<file path="src/design/cfg_shadow_pkg.sv">
package cfg_shadow_pkg;

  // Sideband addresses that the shadow block decodes out of the sixteen
  // the hard IP cycles through
  localparam logic [3:0] cfg_addr_dev_ctl = 4'h0;
  localparam logic [3:0] cfg_addr_command = 4'h3;
  localparam logic [3:0] cfg_addr_bus_dev = 4'hF;

  // Field widths fixed by the PCIe header layout
  localparam int unsigned addr_w    = 32;
  localparam int unsigned req_len_w = 13;
  localparam int unsigned len_dw_w  = 10;
  localparam int unsigned tag_w     = 5;
  localparam int unsigned code_w    = 3;

  // Max read request in bytes is this base shifted left by the 3-bit code
  localparam int unsigned max_rd_bytes_base = 128;
  // A memory read must never cross this boundary
  localparam int unsigned page_bytes = 4096;

  // Device control layout on address 0x0
  // The command word on address 0x3 lands in the low bits, bus master enable is bit 2
  typedef struct packed {
    logic [16:0]       rsvd_hi;
    logic [code_w-1:0] max_rd_code;
    logic [3:0]        rsvd_mid;
    logic [code_w-1:0] max_payload_code;
    logic [4:0]        low;
  } dev_ctl_view_t;

  // Bus and device number layout on address 0xF
  typedef struct packed {
    logic [18:0] rsvd;
    logic [7:0]  bus;
    logic [4:0]  dev;
  } bus_dev_view_t;

  // One tl_cfg_ctl word, read one way or the other depending on the address
  typedef union packed {
    dev_ctl_view_t dev_ctl;
    bus_dev_view_t bus_dev;
  } cfg_ctl_word_u;

  // Requester ID as bus:device.function, function is always 0 here
  typedef struct packed {
    logic [7:0] bus;
    logic [4:0] dev;
    logic [2:0] func;
  } req_id_t;

  // One memory read header, a length of 0 stands for 1024 dwords
  typedef struct packed {
    logic [addr_w-1:0]   addr;
    logic [len_dw_w-1:0] len_dw;
    req_id_t             req_id;
    logic [tag_w-1:0]    tag;
  } rd_hdr_t;

endpackage

</file>
<file path="src/design/cfg_shadow_if.sv">
`timescale 1ns/1ps

// Decoded shadow settings, written by the register block and read by
// the read request splitter
interface cfg_shadow_if;
  import cfg_shadow_pkg::*;

  // Requester ID, held at zero until every group has been captured
  req_id_t           req_id;
  // Bus and device number have been captured at least once
  logic              id_valid;
  // Raw max read request and max payload codes from device control
  logic [code_w-1:0] max_rd_code;
  logic [code_w-1:0] max_payload_code;
  // Bus master enable from the command word
  logic              bus_master_en;
  // All three groups seen since reset
  logic              settings_valid;

  // The register block owns every field
  modport regs (
    output req_id,
    output id_valid,
    output max_rd_code,
    output max_payload_code,
    output bus_master_en,
    output settings_valid
  );

  // The splitter only looks at them
  modport user (
    input req_id,
    input id_valid,
    input max_rd_code,
    input max_payload_code,
    input bus_master_en,
    input settings_valid
  );

endinterface

</file>
<file path="src/design/cfg_sideband_sampler.sv">
`timescale 1ns/1ps

// The hard IP presents each tl_cfg address for eight cycles. Its data is
// only guaranteed settled in the middle of that window, so the capture
// point is derived from the address toggle rather than taken at once
module cfg_sideband_sampler (
  input  logic        clk,
  input  logic        reset,
  input  logic [3:0]  tl_cfg_add,
  input  logic [31:0] tl_cfg_ctl,
  output logic        cap_valid,
  output logic [3:0]  cap_addr,
  output logic [31:0] cap_data
);

  // Two flops on address bit 0, since consecutive addresses always differ there
  logic add0_q1;
  logic add0_q2;
  // Change flag and its delay line towards mid-window
  logic add_chg;
  logic add_chg_d1;
  logic mid_window;

  // The pulse pipeline lands cap_valid five cycles after bit 0 toggles
  always_ff @(posedge clk) begin
    if (reset) begin
      add0_q1    <= 1'b0;
      add0_q2    <= 1'b0;
      add_chg    <= 1'b0;
      add_chg_d1 <= 1'b0;
      mid_window <= 1'b0;
      cap_valid  <= 1'b0;
    end else begin
      add0_q1    <= tl_cfg_add[0];
      add0_q2    <= add0_q1;
      // Comparing the two stages marks the first cycle after a toggle
      add_chg    <= add0_q1 != add0_q2;
      add_chg_d1 <= add_chg;
      mid_window <= add_chg_d1;
      cap_valid  <= mid_window;
    end
  end

  // Address and data are taken together on the mid-window pulse
  // They then hold until the next window's capture
  always_ff @(posedge clk) begin
    if (mid_window) begin
      cap_addr <= tl_cfg_add;
      cap_data <= tl_cfg_ctl;
    end
  end

  // Every window is eight cycles long, so two captures can never touch.
  // A back-to-back pulse means the sideband is toggling faster than specified
  a_cap_single: assert property (@(posedge clk) disable iff (reset)
    cap_valid |=> !cap_valid);

endmodule

</file>
<file path="src/design/cfg_shadow_regs.sv">
`timescale 1ns/1ps

// Keeps the decoded copy of the three sideband words this design needs.
// Everything else on the sweep is captured by the sampler and ignored here
module cfg_shadow_regs (
  input  logic        clk,
  input  logic        reset,
  input  logic        cap_valid,
  input  logic [3:0]  cap_addr,
  input  logic [31:0] cap_data,
  cfg_shadow_if.regs  shadow,
  output logic [15:0] my_id,
  output logic        my_id_valid
);
  import cfg_shadow_pkg::*;

  // The same captured word, decoded through whichever view the address selects
  cfg_ctl_word_u     ctl;

  // Device control group
  logic [code_w-1:0] max_rd_q;
  logic [code_w-1:0] max_payload_q;
  logic              dev_ctl_seen;

  // Command group
  logic              bme_q;
  logic              command_seen;

  // Bus and device group
  logic [7:0]        bus_q;
  logic [4:0]        dev_q;
  logic              bus_dev_seen;

  logic              all_seen;
  req_id_t           id_word;
  req_id_t           id_gated;

  assign ctl = cap_data;

  // Each group updates the cycle after its capture pulse and stays
  // put until the next sweep brings that address round again
  always_ff @(posedge clk) begin
    if (reset) begin
      max_rd_q      <= '0;
      max_payload_q <= '0;
      dev_ctl_seen  <= 1'b0;
      bme_q         <= 1'b0;
      command_seen  <= 1'b0;
      bus_q         <= '0;
      dev_q         <= '0;
      bus_dev_seen  <= 1'b0;
    end else if (cap_valid) begin
      case (cap_addr)
        cfg_addr_dev_ctl: begin
          max_rd_q      <= ctl.dev_ctl.max_rd_code;
          max_payload_q <= ctl.dev_ctl.max_payload_code;
          dev_ctl_seen  <= 1'b1;
        end
        cfg_addr_command: begin
          // Bus master enable sits in bit 2 of the command word
          bme_q        <= ctl.dev_ctl.low[2];
          command_seen <= 1'b1;
        end
        cfg_addr_bus_dev: begin
          bus_q        <= ctl.bus_dev.bus;
          dev_q        <= ctl.bus_dev.dev;
          bus_dev_seen <= 1'b1;
        end
        default: begin
          // Other addresses carry nothing the splitter uses
        end
      endcase
    end
  end

  // Only after a full sweep is the whole set trustworthy
  assign all_seen = dev_ctl_seen & command_seen & bus_dev_seen;

  // Function number is always zero for this single-function endpoint
  assign id_word  = '{bus: bus_q, dev: dev_q, func: 3'd0};
  assign id_gated = all_seen ? id_word : '0;

  assign shadow.req_id           = id_gated;
  assign shadow.id_valid         = bus_dev_seen;
  assign shadow.max_rd_code      = max_rd_q;
  assign shadow.max_payload_code = max_payload_q;
  assign shadow.bus_master_en    = bme_q;
  assign shadow.settings_valid   = all_seen;

  // Status copy for the rest of the system, e.g. b3:00.0 on the host side
  assign my_id       = id_gated;
  assign my_id_valid = all_seen;

endmodule

</file>
<file path="src/design/rd_req_splitter.sv">
`timescale 1ns/1ps

// Turns one client read into a run of memory read headers.
// Each chunk is bounded by max read request size and by the next 4 KB page
module rd_req_splitter (
  input  logic                                   clk,
  input  logic                                   reset,
  input  logic                                   rd_req,
  input  logic [cfg_shadow_pkg::addr_w-1:0]      rd_addr,
  input  logic [cfg_shadow_pkg::req_len_w-1:0]   rd_len,
  input  logic                                   hdr_ready,
  cfg_shadow_if.user                             shadow,
  output logic                                   rd_ack,
  output logic                                   rd_err,
  output logic                                   hdr_valid,
  output cfg_shadow_pkg::rd_hdr_t                hdr
);
  import cfg_shadow_pkg::*;

  // Smallest of remaining bytes, max read request and distance to the page end
  function automatic logic [req_len_w-1:0] chunk_bytes(
    input logic [addr_w-1:0]    addr,
    input logic [req_len_w-1:0] rem,
    input logic [code_w-1:0]    code
  );
    logic [15:0]          max_rd;
    logic [req_len_w-1:0] to_page;
    logic [req_len_w-1:0] chunk;
    // Code 7 gives 16 KB, so the shift needs headroom above 13 bits
    max_rd  = 16'(max_rd_bytes_base) << code;
    to_page = req_len_w'(page_bytes) - {1'b0, addr[11:0]};
    chunk   = rem;
    if ({3'b000, chunk} > max_rd) begin
      chunk = max_rd[req_len_w-1:0];
    end
    if (chunk > to_page) begin
      chunk = to_page;
    end
    return chunk;
  endfunction

  // The walk pointer always points at the chunk after the one on the bus
  logic [addr_w-1:0]    walk_addr;
  logic [req_len_w-1:0] walk_rem;
  // Settings frozen at request time so a mid-walk update cannot split a request oddly
  logic [code_w-1:0]    rd_code_q;
  req_id_t              id_q;

  // Header fields on the bus
  logic [addr_w-1:0]    hdr_addr_q;
  logic [len_dw_w-1:0]  hdr_len_q;
  logic [tag_w-1:0]     tag_cnt;

  logic                 idle;
  logic                 start;
  logic                 refuse;
  logic                 accept;
  logic [req_len_w-1:0] first_chunk;
  logic [req_len_w-1:0] next_chunk;
  logic [req_len_w-1:0] hdr_bytes;

  // With no header pending and no ack held the splitter is free
  assign idle   = !hdr_valid && !rd_ack;
  assign start  = idle && rd_req;
  assign accept = hdr_valid && hdr_ready;

  // Refuse when the function may not master, or the request is not a
  // dword-aligned read of 4 to 4096 bytes
  assign refuse = !shadow.settings_valid || !shadow.id_valid || !shadow.bus_master_en ||
                  (rd_len == '0) || (rd_len > req_len_w'(page_bytes)) ||
                  (rd_len[1:0] != 2'b00) || (rd_addr[1:0] != 2'b00);

  // First chunk straight from the client, later ones from the walk registers
  assign first_chunk = chunk_bytes(rd_addr, rd_len, shadow.max_rd_code);
  assign next_chunk  = chunk_bytes(walk_addr, walk_rem, rd_code_q);

  // Handshake and tag control
  always_ff @(posedge clk) begin
    if (reset) begin
      hdr_valid <= 1'b0;
      rd_ack    <= 1'b0;
      rd_err    <= 1'b0;
      tag_cnt   <= '0;
    end else if (start) begin
      if (refuse) begin
        rd_ack <= 1'b1;
        rd_err <= 1'b1;
      end else begin
        hdr_valid <= 1'b1;
      end
    end else if (accept) begin
      // Tag wraps at 32 by width
      tag_cnt <= tag_cnt + 1'b1;
      if (walk_rem == '0) begin
        hdr_valid <= 1'b0;
        rd_ack    <= 1'b1;
      end
    end else if (rd_ack && !rd_req) begin
      // Four-phase return to zero
      rd_ack <= 1'b0;
      rd_err <= 1'b0;
    end
  end

  // Header and walk data
  always_ff @(posedge clk) begin
    if (start) begin
      hdr_addr_q <= rd_addr;
      // 4096 bytes leaves the dword field at zero, the 1024-dword encoding
      hdr_len_q  <= first_chunk[11:2];
      walk_addr  <= rd_addr + addr_w'(first_chunk);
      walk_rem   <= rd_len - first_chunk;
      rd_code_q  <= shadow.max_rd_code;
      id_q       <= shadow.req_id;
    end else if (accept && walk_rem != '0) begin
      hdr_addr_q <= walk_addr;
      hdr_len_q  <= next_chunk[11:2];
      walk_addr  <= walk_addr + addr_w'(next_chunk);
      walk_rem   <= walk_rem - next_chunk;
    end
  end

  // Tag comes from the counter, which only moves on acceptance
  assign hdr = '{addr: hdr_addr_q, len_dw: hdr_len_q, req_id: id_q, tag: tag_cnt};

  // Byte length of the header on the bus, zero length meaning a full 4 KB
  assign hdr_bytes = {hdr.len_dw == '0, hdr.len_dw, 2'b00};

  // Held header must not change under back-pressure, tag included
  a_hdr_stable: assert property (@(posedge clk) disable iff (reset)
    hdr_valid && !hdr_ready |=> hdr_valid && $stable(hdr));

  // A read that crosses a 4 KB page is malformed on the link
  a_no_page_cross: assert property (@(posedge clk) disable iff (reset)
    hdr_valid |-> ({1'b0, hdr.addr[11:0]} + hdr_bytes) <= req_len_w'(page_bytes));

  // Codes above 5 are reserved in device control, the register block
  // should never have handed one over for a request we accept
  a_codes_defined: assert property (@(posedge clk) disable iff (reset)
    start && !refuse |-> shadow.max_rd_code <= 3'd5 && shadow.max_payload_code <= 3'd5);

endmodule

</file>
<file path="src/design/pcie_cfg_shadow_top.sv">
`timescale 1ns/1ps

// Sideband sampler feeds the shadow registers, which in turn configure
// the read request splitter through the shadow interface
module pcie_cfg_shadow_top (
  input  logic                                 clk,
  input  logic                                 reset,
  // Hard IP configuration sideband
  input  logic [3:0]                           tl_cfg_add,
  input  logic [31:0]                          tl_cfg_ctl,
  // Status bus is not decoded by this design
  input  logic [52:0]                          tl_cfg_sts,
  // Client request
  input  logic                                 rd_req,
  input  logic [cfg_shadow_pkg::addr_w-1:0]    rd_addr,
  input  logic [cfg_shadow_pkg::req_len_w-1:0] rd_len,
  output logic                                 rd_ack,
  output logic                                 rd_err,
  // Header stream
  input  logic                                 hdr_ready,
  output logic                                 hdr_valid,
  output logic [cfg_shadow_pkg::addr_w-1:0]    hdr_addr,
  output logic [cfg_shadow_pkg::len_dw_w-1:0]  hdr_len_dw,
  output logic [15:0]                          hdr_req_id,
  output logic [cfg_shadow_pkg::tag_w-1:0]     hdr_tag,
  // Status
  output logic [15:0]                          my_id,
  output logic                                 my_id_valid
);
  import cfg_shadow_pkg::*;

  logic         cap_valid;
  logic [3:0]   cap_addr;
  logic [31:0]  cap_data;
  rd_hdr_t      hdr;

  cfg_shadow_if shadow_if ();

  cfg_sideband_sampler u_sampler (
    .clk        (clk),
    .reset      (reset),
    .tl_cfg_add (tl_cfg_add),
    .tl_cfg_ctl (tl_cfg_ctl),
    .cap_valid  (cap_valid),
    .cap_addr   (cap_addr),
    .cap_data   (cap_data)
  );

  cfg_shadow_regs u_regs (
    .clk         (clk),
    .reset       (reset),
    .cap_valid   (cap_valid),
    .cap_addr    (cap_addr),
    .cap_data    (cap_data),
    .shadow      (shadow_if.regs),
    .my_id       (my_id),
    .my_id_valid (my_id_valid)
  );

  rd_req_splitter u_splitter (
    .clk       (clk),
    .reset     (reset),
    .rd_req    (rd_req),
    .rd_addr   (rd_addr),
    .rd_len    (rd_len),
    .hdr_ready (hdr_ready),
    .shadow    (shadow_if.user),
    .rd_ack    (rd_ack),
    .rd_err    (rd_err),
    .hdr_valid (hdr_valid),
    .hdr       (hdr)
  );

  // Flatten the header for the link side
  assign hdr_addr   = hdr.addr;
  assign hdr_len_dw = hdr.len_dw;
  assign hdr_req_id = hdr.req_id;
  assign hdr_tag    = hdr.tag;

endmodule

</file>
<file path="config.mk">
export PLATFORM = sky130hd
export DESIGN_NAME = pcie_cfg_shadow_top
export DESIGN_NICKNAME = d
export VERILOG_FILES = /design/src/design/cfg_shadow_pkg.sv /design/src/design/cfg_shadow_if.sv /design/src/design/cfg_sideband_sampler.sv /design/src/design/cfg_shadow_regs.sv /design/src/design/rd_req_splitter.sv /design/src/design/pcie_cfg_shadow_top.sv
export SDC_FILE = /design/constraint.sdc
export NUM_CORES = 1
export LEC_CHECK = 0
export BUFFER_PORTS_ARGS = -buffer_cell sky130_fd_sc_hd__buf_2
export CORE_UTILIZATION = 51
export CTS_CLUSTER_SIZE = 28
export DETAILED_ROUTE_END_ITERATION = 12
export PLACE_DENSITY_LB_ADDON = 0.08
export SETUP_SLACK_MARGIN = 0.05
export SYNTH_ARGS = -nofsm -noshare
export SYNTH_HDL_FRONTEND = slang
export SYNTH_SLANG_ARGS = --single-unit
</file>
<file path="constraint.sdc">
create_clock -name clk -period 7.9 [get_ports clk]
set_clock_uncertainty 0.05 [all_clocks]
set_input_delay 0.395 -clock clk [delete_from_list [all_inputs] [get_ports clk]]
set_output_delay 0.395 -clock clk [all_outputs]
set_load 0.02 [all_outputs]
</file>
---- Word-level counts from Yosys, hierarchy flattened ----
Index checks and enable logic that the tools add are counted.
word-level totals
  flip-flop bits (word level) ............. 159
  latch bits .............................. 0
  RAM bits ................................ 0
  bits in read-only memories .............. 0
  output and inout port bits .............. 83
  memories ................................ 0
operators by class
  $add $sub $neg .......................... 7
  multiply operators ...................... 0
  div/mod/pow operators ................... 0
  magnitude comparators ................... 5
  equality and inequality tests ........... 7
  shift operators ......................... 2
  multiplexer cells ....................... 24
  bitwise gates (word level) .............. 3
  reduce and logical (&&, ||, !) cells .... 35
operators by type and width
  cell                      count
  $mux W32                  4
  $mux W13                  6
  $add A32 B13 Y32          2
  $gt A13 B16 Y1            2
  $shl A8 B3 Y16 const A    2
  $gt A13 B13 Y1            2
  $logic_not A13 Y1         2
  $sub A13 B12 Y13 const A  2
  $sub A13 B13 Y13          2
  $mux W10                  2
  $mux W16                  1
  $gt A13 B13 Y1 const B    1
  $reduce_bool A13 Y1       1
  $reduce_bool A2 Y1        6
  $mux W1                   11
  $reduce_and A3 Y1         3
  $reduce_and A2 Y1         4
  $logic_not A1 Y1          6
  $logic_or A1 B1 Y1        6
  $add A5 B1 Y5 const B     1
  $logic_and A1 B1 Y1       5
  $eq A4 B2 Y1 const B      1
  $eq A4 B4 Y1 const B      1
  $logic_not A4 Y1          1
  7 further kinds           9

---- Logic depth before layout (Yosys ltp) ----
  depth in word-level cells ............... 11
  gate-level depth with buffers ........... 29

---- Hierarchy ----
Synthesis repeated with hierarchy kept, for this count alone.
unflattened totals
  cell total of the unflattened synthesis .. 1238
  area total of the unflattened synthesis .. 12082.8 um2
modules (own cells, without submodules)
  module                instances  cells each  area each (um2)  sequential area each (um2)
  rd_req_splitter       1          1055        9604.2           3343.2
  cfg_sideband_sampler  1          49          1247.4           1201.2
  cfg_shadow_regs       1          134         1231.2           460.4

---- Worst setup path after synthesis ----
Ideal clock, no wire load.
  kind .................................... reg2reg
  start ................................... register u_splitter.hdr_valid
  end ..................................... register u_splitter.hdr_addr_q[0], enable pin
  data arrival time ....................... 6.693 ns
  setup slack ............................. 0.504 ns
  stages on the path, launching flop included .. 3
  period minus slack after synthesis ...... 7.396 ns
  path through ............................ dfxtp_1 nand2_1 o21ai_0
between the ends
  word-level cells in the longest chain between the ends .. 4
  elaborated cells on any way between the ends .. 6
  classes of those cells .................. reduce/logical (6)
ends and longest elaborated chain
  item                            line                    RTL
  from (decl)                     rd_req_splitter.sv:15   output logic hdr_valid,
  from (signal assigned)          rd_req_splitter.sv:80   hdr_valid <= 1'b0;
  from (signal assigned)          rd_req_splitter.sv:89   hdr_valid <= 1'b1;
  from (signal assigned)          rd_req_splitter.sv:95   hdr_valid <= 1'b0;
  $logic_not A1 Y1                rd_req_splitter.sv:63   assign idle = !hdr_valid && !rd_ack;
  $logic_and A1 B1 Y1             rd_req_splitter.sv:63
  $logic_and A1 B1 Y1             rd_req_splitter.sv:64   assign start = idle && rd_req;
  $reduce_bool A2 Y1 (no line) *  -
  to (signal assigned)            rd_req_splitter.sv:108  hdr_addr_q <= rd_addr;
  to (signal assigned)            rd_req_splitter.sv:116  hdr_addr_q <= walk_addr;
  to (decl)                       rd_req_splitter.sv:50   logic [addr_w-1:0] hdr_addr_q;
Every way passes the cells marked *; elsewhere a longest branch is shown, timed or not.
A chain may end at the register's enable or synchronous reset.

---- Worst setup path in the final report ----
  start ................................... register u_regs.max_rd_q[1] (netlist: u_regs.shadow.max_rd_code[1])
  end ..................................... register u_splitter.walk_rem[12] (data pin)
between the ends
  word-level cells in the longest chain between the ends .. 7
ends and longest elaborated chain
  item                    line                    RTL
  from (decl)             cfg_shadow_regs.sv:21   logic [code_w-1:0] max_rd_q;
  from (signal assigned)  cfg_shadow_regs.sv:55   max_rd_q <= ctl.dev_ctl.max_rd_code;
  $shl A8 B3 Y16 *        rd_req_splitter.sv:30   max_rd = 16'(max_rd_bytes_base) << code;
  $gt A13 B16 Y1          rd_req_splitter.sv:33   if ({3'b000, chunk} > max_rd) begin
  $mux W13 *              rd_req_splitter.sv:33
  $gt A13 B13 Y1          rd_req_splitter.sv:36   if (chunk > to_page) begin
  $mux W13 *              rd_req_splitter.sv:36
  $sub A13 B13 Y13 *      rd_req_splitter.sv:112  walk_rem <= rd_len - first_chunk;
  $mux W13 *              rd_req_splitter.sv:107  if (start) begin
  to (signal assigned)    rd_req_splitter.sv:112
  to (signal assigned)    rd_req_splitter.sv:119  walk_rem <= walk_rem - next_chunk;
  to (decl)               rd_req_splitter.sv:44   logic [req_len_w-1:0] walk_rem;
Marks and branches as above.

==> summary.txt <==
status: finished clean
setup TNS: 0 ns
Avg Cell Area, Syn: 9.19 um^2
Core Rows: 53
most common cell in the netlist: nand2_1
Switching Power: 2.44 mW
clock tree buffer depth: 2
Pre-antenna DRT Iters: 5
Async SR Flop Fraction: 0
grt ovf: 0
register area: 4340 um^2
Setup CP Type: register to register
Final Power: 5.37 mW
max_slew headroom: 0.246
GR Util All Layers: 0.262
top post-synthesis cells by count: nand2_1, edfxtp_1, ha_1
detail-routed via count per cell: 5.83
Critical Path Source Type: register
deepest level of the CTS H-tree: 4
vias in the first global route: 9091
detailed-route via count: 9555
Yosys top cell by area: edfxtp_1
RD Place Congestion: 0.892
Gate power share: 0.602
Max Clock Freq: 136 MHz
Sequential Power Share: 0.240
worst skew pair latency: 0.44 ns
most frequent CP cell: ha_1
final WL: 28500 um
first-pass GRT wire length: 45700 um
post-synth top area share: 0.327
CP max stage cell: or3b_2
HPWL Detailed: 20900 um
Die Wd: 150 um
CORE AREA: 21300 um^2
switching share of power: 0.454
Power Density: 419 nW/um^2
Port Buf Inserts: 144
Tcrit/Tclk final: 0.929
Cells after Synth: 1218
ranking of synthesized cells by area: edfxtp_1, ha_1, dfxtp_1, nand2_1, mux2i_1
Max VDD drop: 0.000188 V
nets: 1585
post-layout util: 0.602
number of enable flip-flop cells after synthesis: 122
Pleak: 5.60 nW
Worst EP arrival: 7.59 ns
worst hold margin: 0.0667 ns
Post-CTS Setup Inserts: 0
Final Hold Viols: 0
CTS buffer count: 17
Max Slew Vio Count: 0
CP Max Fanout: 13
Clk pwr share: 0.158
Die ar.: 22600 um^2
Worst Path Buf+Inv: 3
Final ANT Viol Nets: 0
Mapped Area: 11200 um^2
initial antenna violation count: 0
MaxCap Viol Count: 0
share of cells above drive strength 1: 0.164
Worst Path Required: 8.15 ns
fill count: 1919
CP delay by family, top: simple AND/OR/NAND/NOR gates
HP Class: input port to register
Die H: 150 um
Seq/Total Area, Yosys: 0.388
area of the multi-input gates: 6430 um^2
drt wl/cell: 17.4 um
largest net degree at the start of global routing: 83
Placed Cells: 1608
count of cell types in the netlist: 64
worst slew pin tran: 1.13 ns
initial core utilization: 0.526
clk sinks: 156
# diodes: 0
Tmin final: 7.34 ns
synth warn: 0
CTS Root Cell: clkbuf_16
Yosys reg bits: 156
CTS tree: built
Top Ports: 221
CTS clk-pin slew, worst paths: 0.08 ns
Main synth FF type: edfxtp_1
number of DRC markers in iteration 0: 604
Crit path largest cell delay: 0.50 ns
drt drc: 0
CP endpoint kind: register
Non-Filler Instances: 1640
count of final setup violators: 0
Int Power: 2.94 mW
synth-to-layout area growth: 14.4%
RSZ-0062 raised after global routing: no
==> per-stage QoR <==
step,area (um^2),setup slack (ns)
after floorplan,11200,0.504
after global placement,12200,0.662
after detailed placement,12200,0.565
after CTS,12800,0.557
after global routing,12800,0.0919
final,12800,0.563
==> registers in the layout, summed over array words and instances (netlist names), 5 cells and up <==
signal,cells
u_splitter.walk_rem,13
u_splitter.hdr,13
u_regs.bus_q,8
u_regs.dev_q,5
u_sampler.cap_data,15
u_splitter.tag_cnt,5
u_splitter.hdr_len_q,10
u_splitter.hdr_addr_q,32
u_splitter.walk_addr,32
==> final cells by class <==
class,instances,area share
clock buffer,17,0.0332
clock inverter,15,0.0146
inverter,66,0.0195
multi-input combinational,952,0.502
sequential,156,0.339
tap,275,0.0269
timing repair buffer,159,0.0650
==> logic make-up after synthesis <==
logic type,share of synthesized area
and+or+nand+nor,0.205
AOI/OAI and AO/OA,0.139
DFF,0.388
buffers and inverters,0.0408
adders and majority gates,0.109
xor gates and xnor gates,0.0594
muxes,0.0590
other,0.000335
==> layer usage <==
metal,part of all wire,track usage,routed length [um]
met1,0.48,0.368,13600
met2,0.45,0.410,12800
met3,0.054,0.0418,1540
met4,0.021,0.0899,601
met5,0,0,0
==> power by group through the flow <==
| stage | Clock, mW | Sequential [mW] | Combinational, mW |
|---|---|---|---|
| 6_report | 0.850 | 1.29 | 3.23 |
| 5_1_grt | 0.897 | 1.31 | 3.60 |
| 4_1_cts | 0.865 | 1.29 | 3.20 |
| 3_5_place_dp | 0 | 1.30 | 3.17 |
| 3_3_place_gp | 0 | 1.30 | 3.12 |
| 2_1_floorplan | 0 | 1.32 | 2.43 |
==> layout by cell type, fill, tap and decap left out, types with 11 or more instances in the layout <==
master / instances
nand2_1: 175
buf_2: 144
edfxtp_1: 122
ha_1: 91
nor2_1: 78
a21oi_1: 66
inv_1: 65
o21ai_0: 50
mux2i_1: 48
xor2_1: 45
nor3_1: 43
dfxtp_1: 34
nand3_1: 31
xnor2_1: 31
and2_1: 28
nand4_1: 21
a211oi_1: 21
clkbuf_16: 17
or3_1: 15
buf_4: 15
a21o_1: 14
mux2_2: 14
nor2b_1: 13
o31ai_1: 13
o211ai_1: 11
and3_1: 11
o21a_1: 11
==> final timing paths <==
kind	startpoint	to	slack, ns	depth (start not counted)
hold / removal	tl_cfg_ctl[10]	u_sampler.cap_data[10]	0.07	1
setup / recovery	u_regs.shadow.max_rd_code[1]	u_splitter.walk_rem[12]	0.56	26
hold reg to reg	u_sampler.add_chg	u_sampler.add_chg_d1	0.38	1
setup reg to reg	u_regs.shadow.max_rd_code[1]	u_splitter.walk_rem[12]	0.56	26
==> what timing repair did <==
item / in CTS / in global routing
setup endpoints to repair: 0 / 1
gates resized for setup: 0 / 1
hold buffers: 0 / 0
Note: power is estimated with default switching activity, not from simulation.
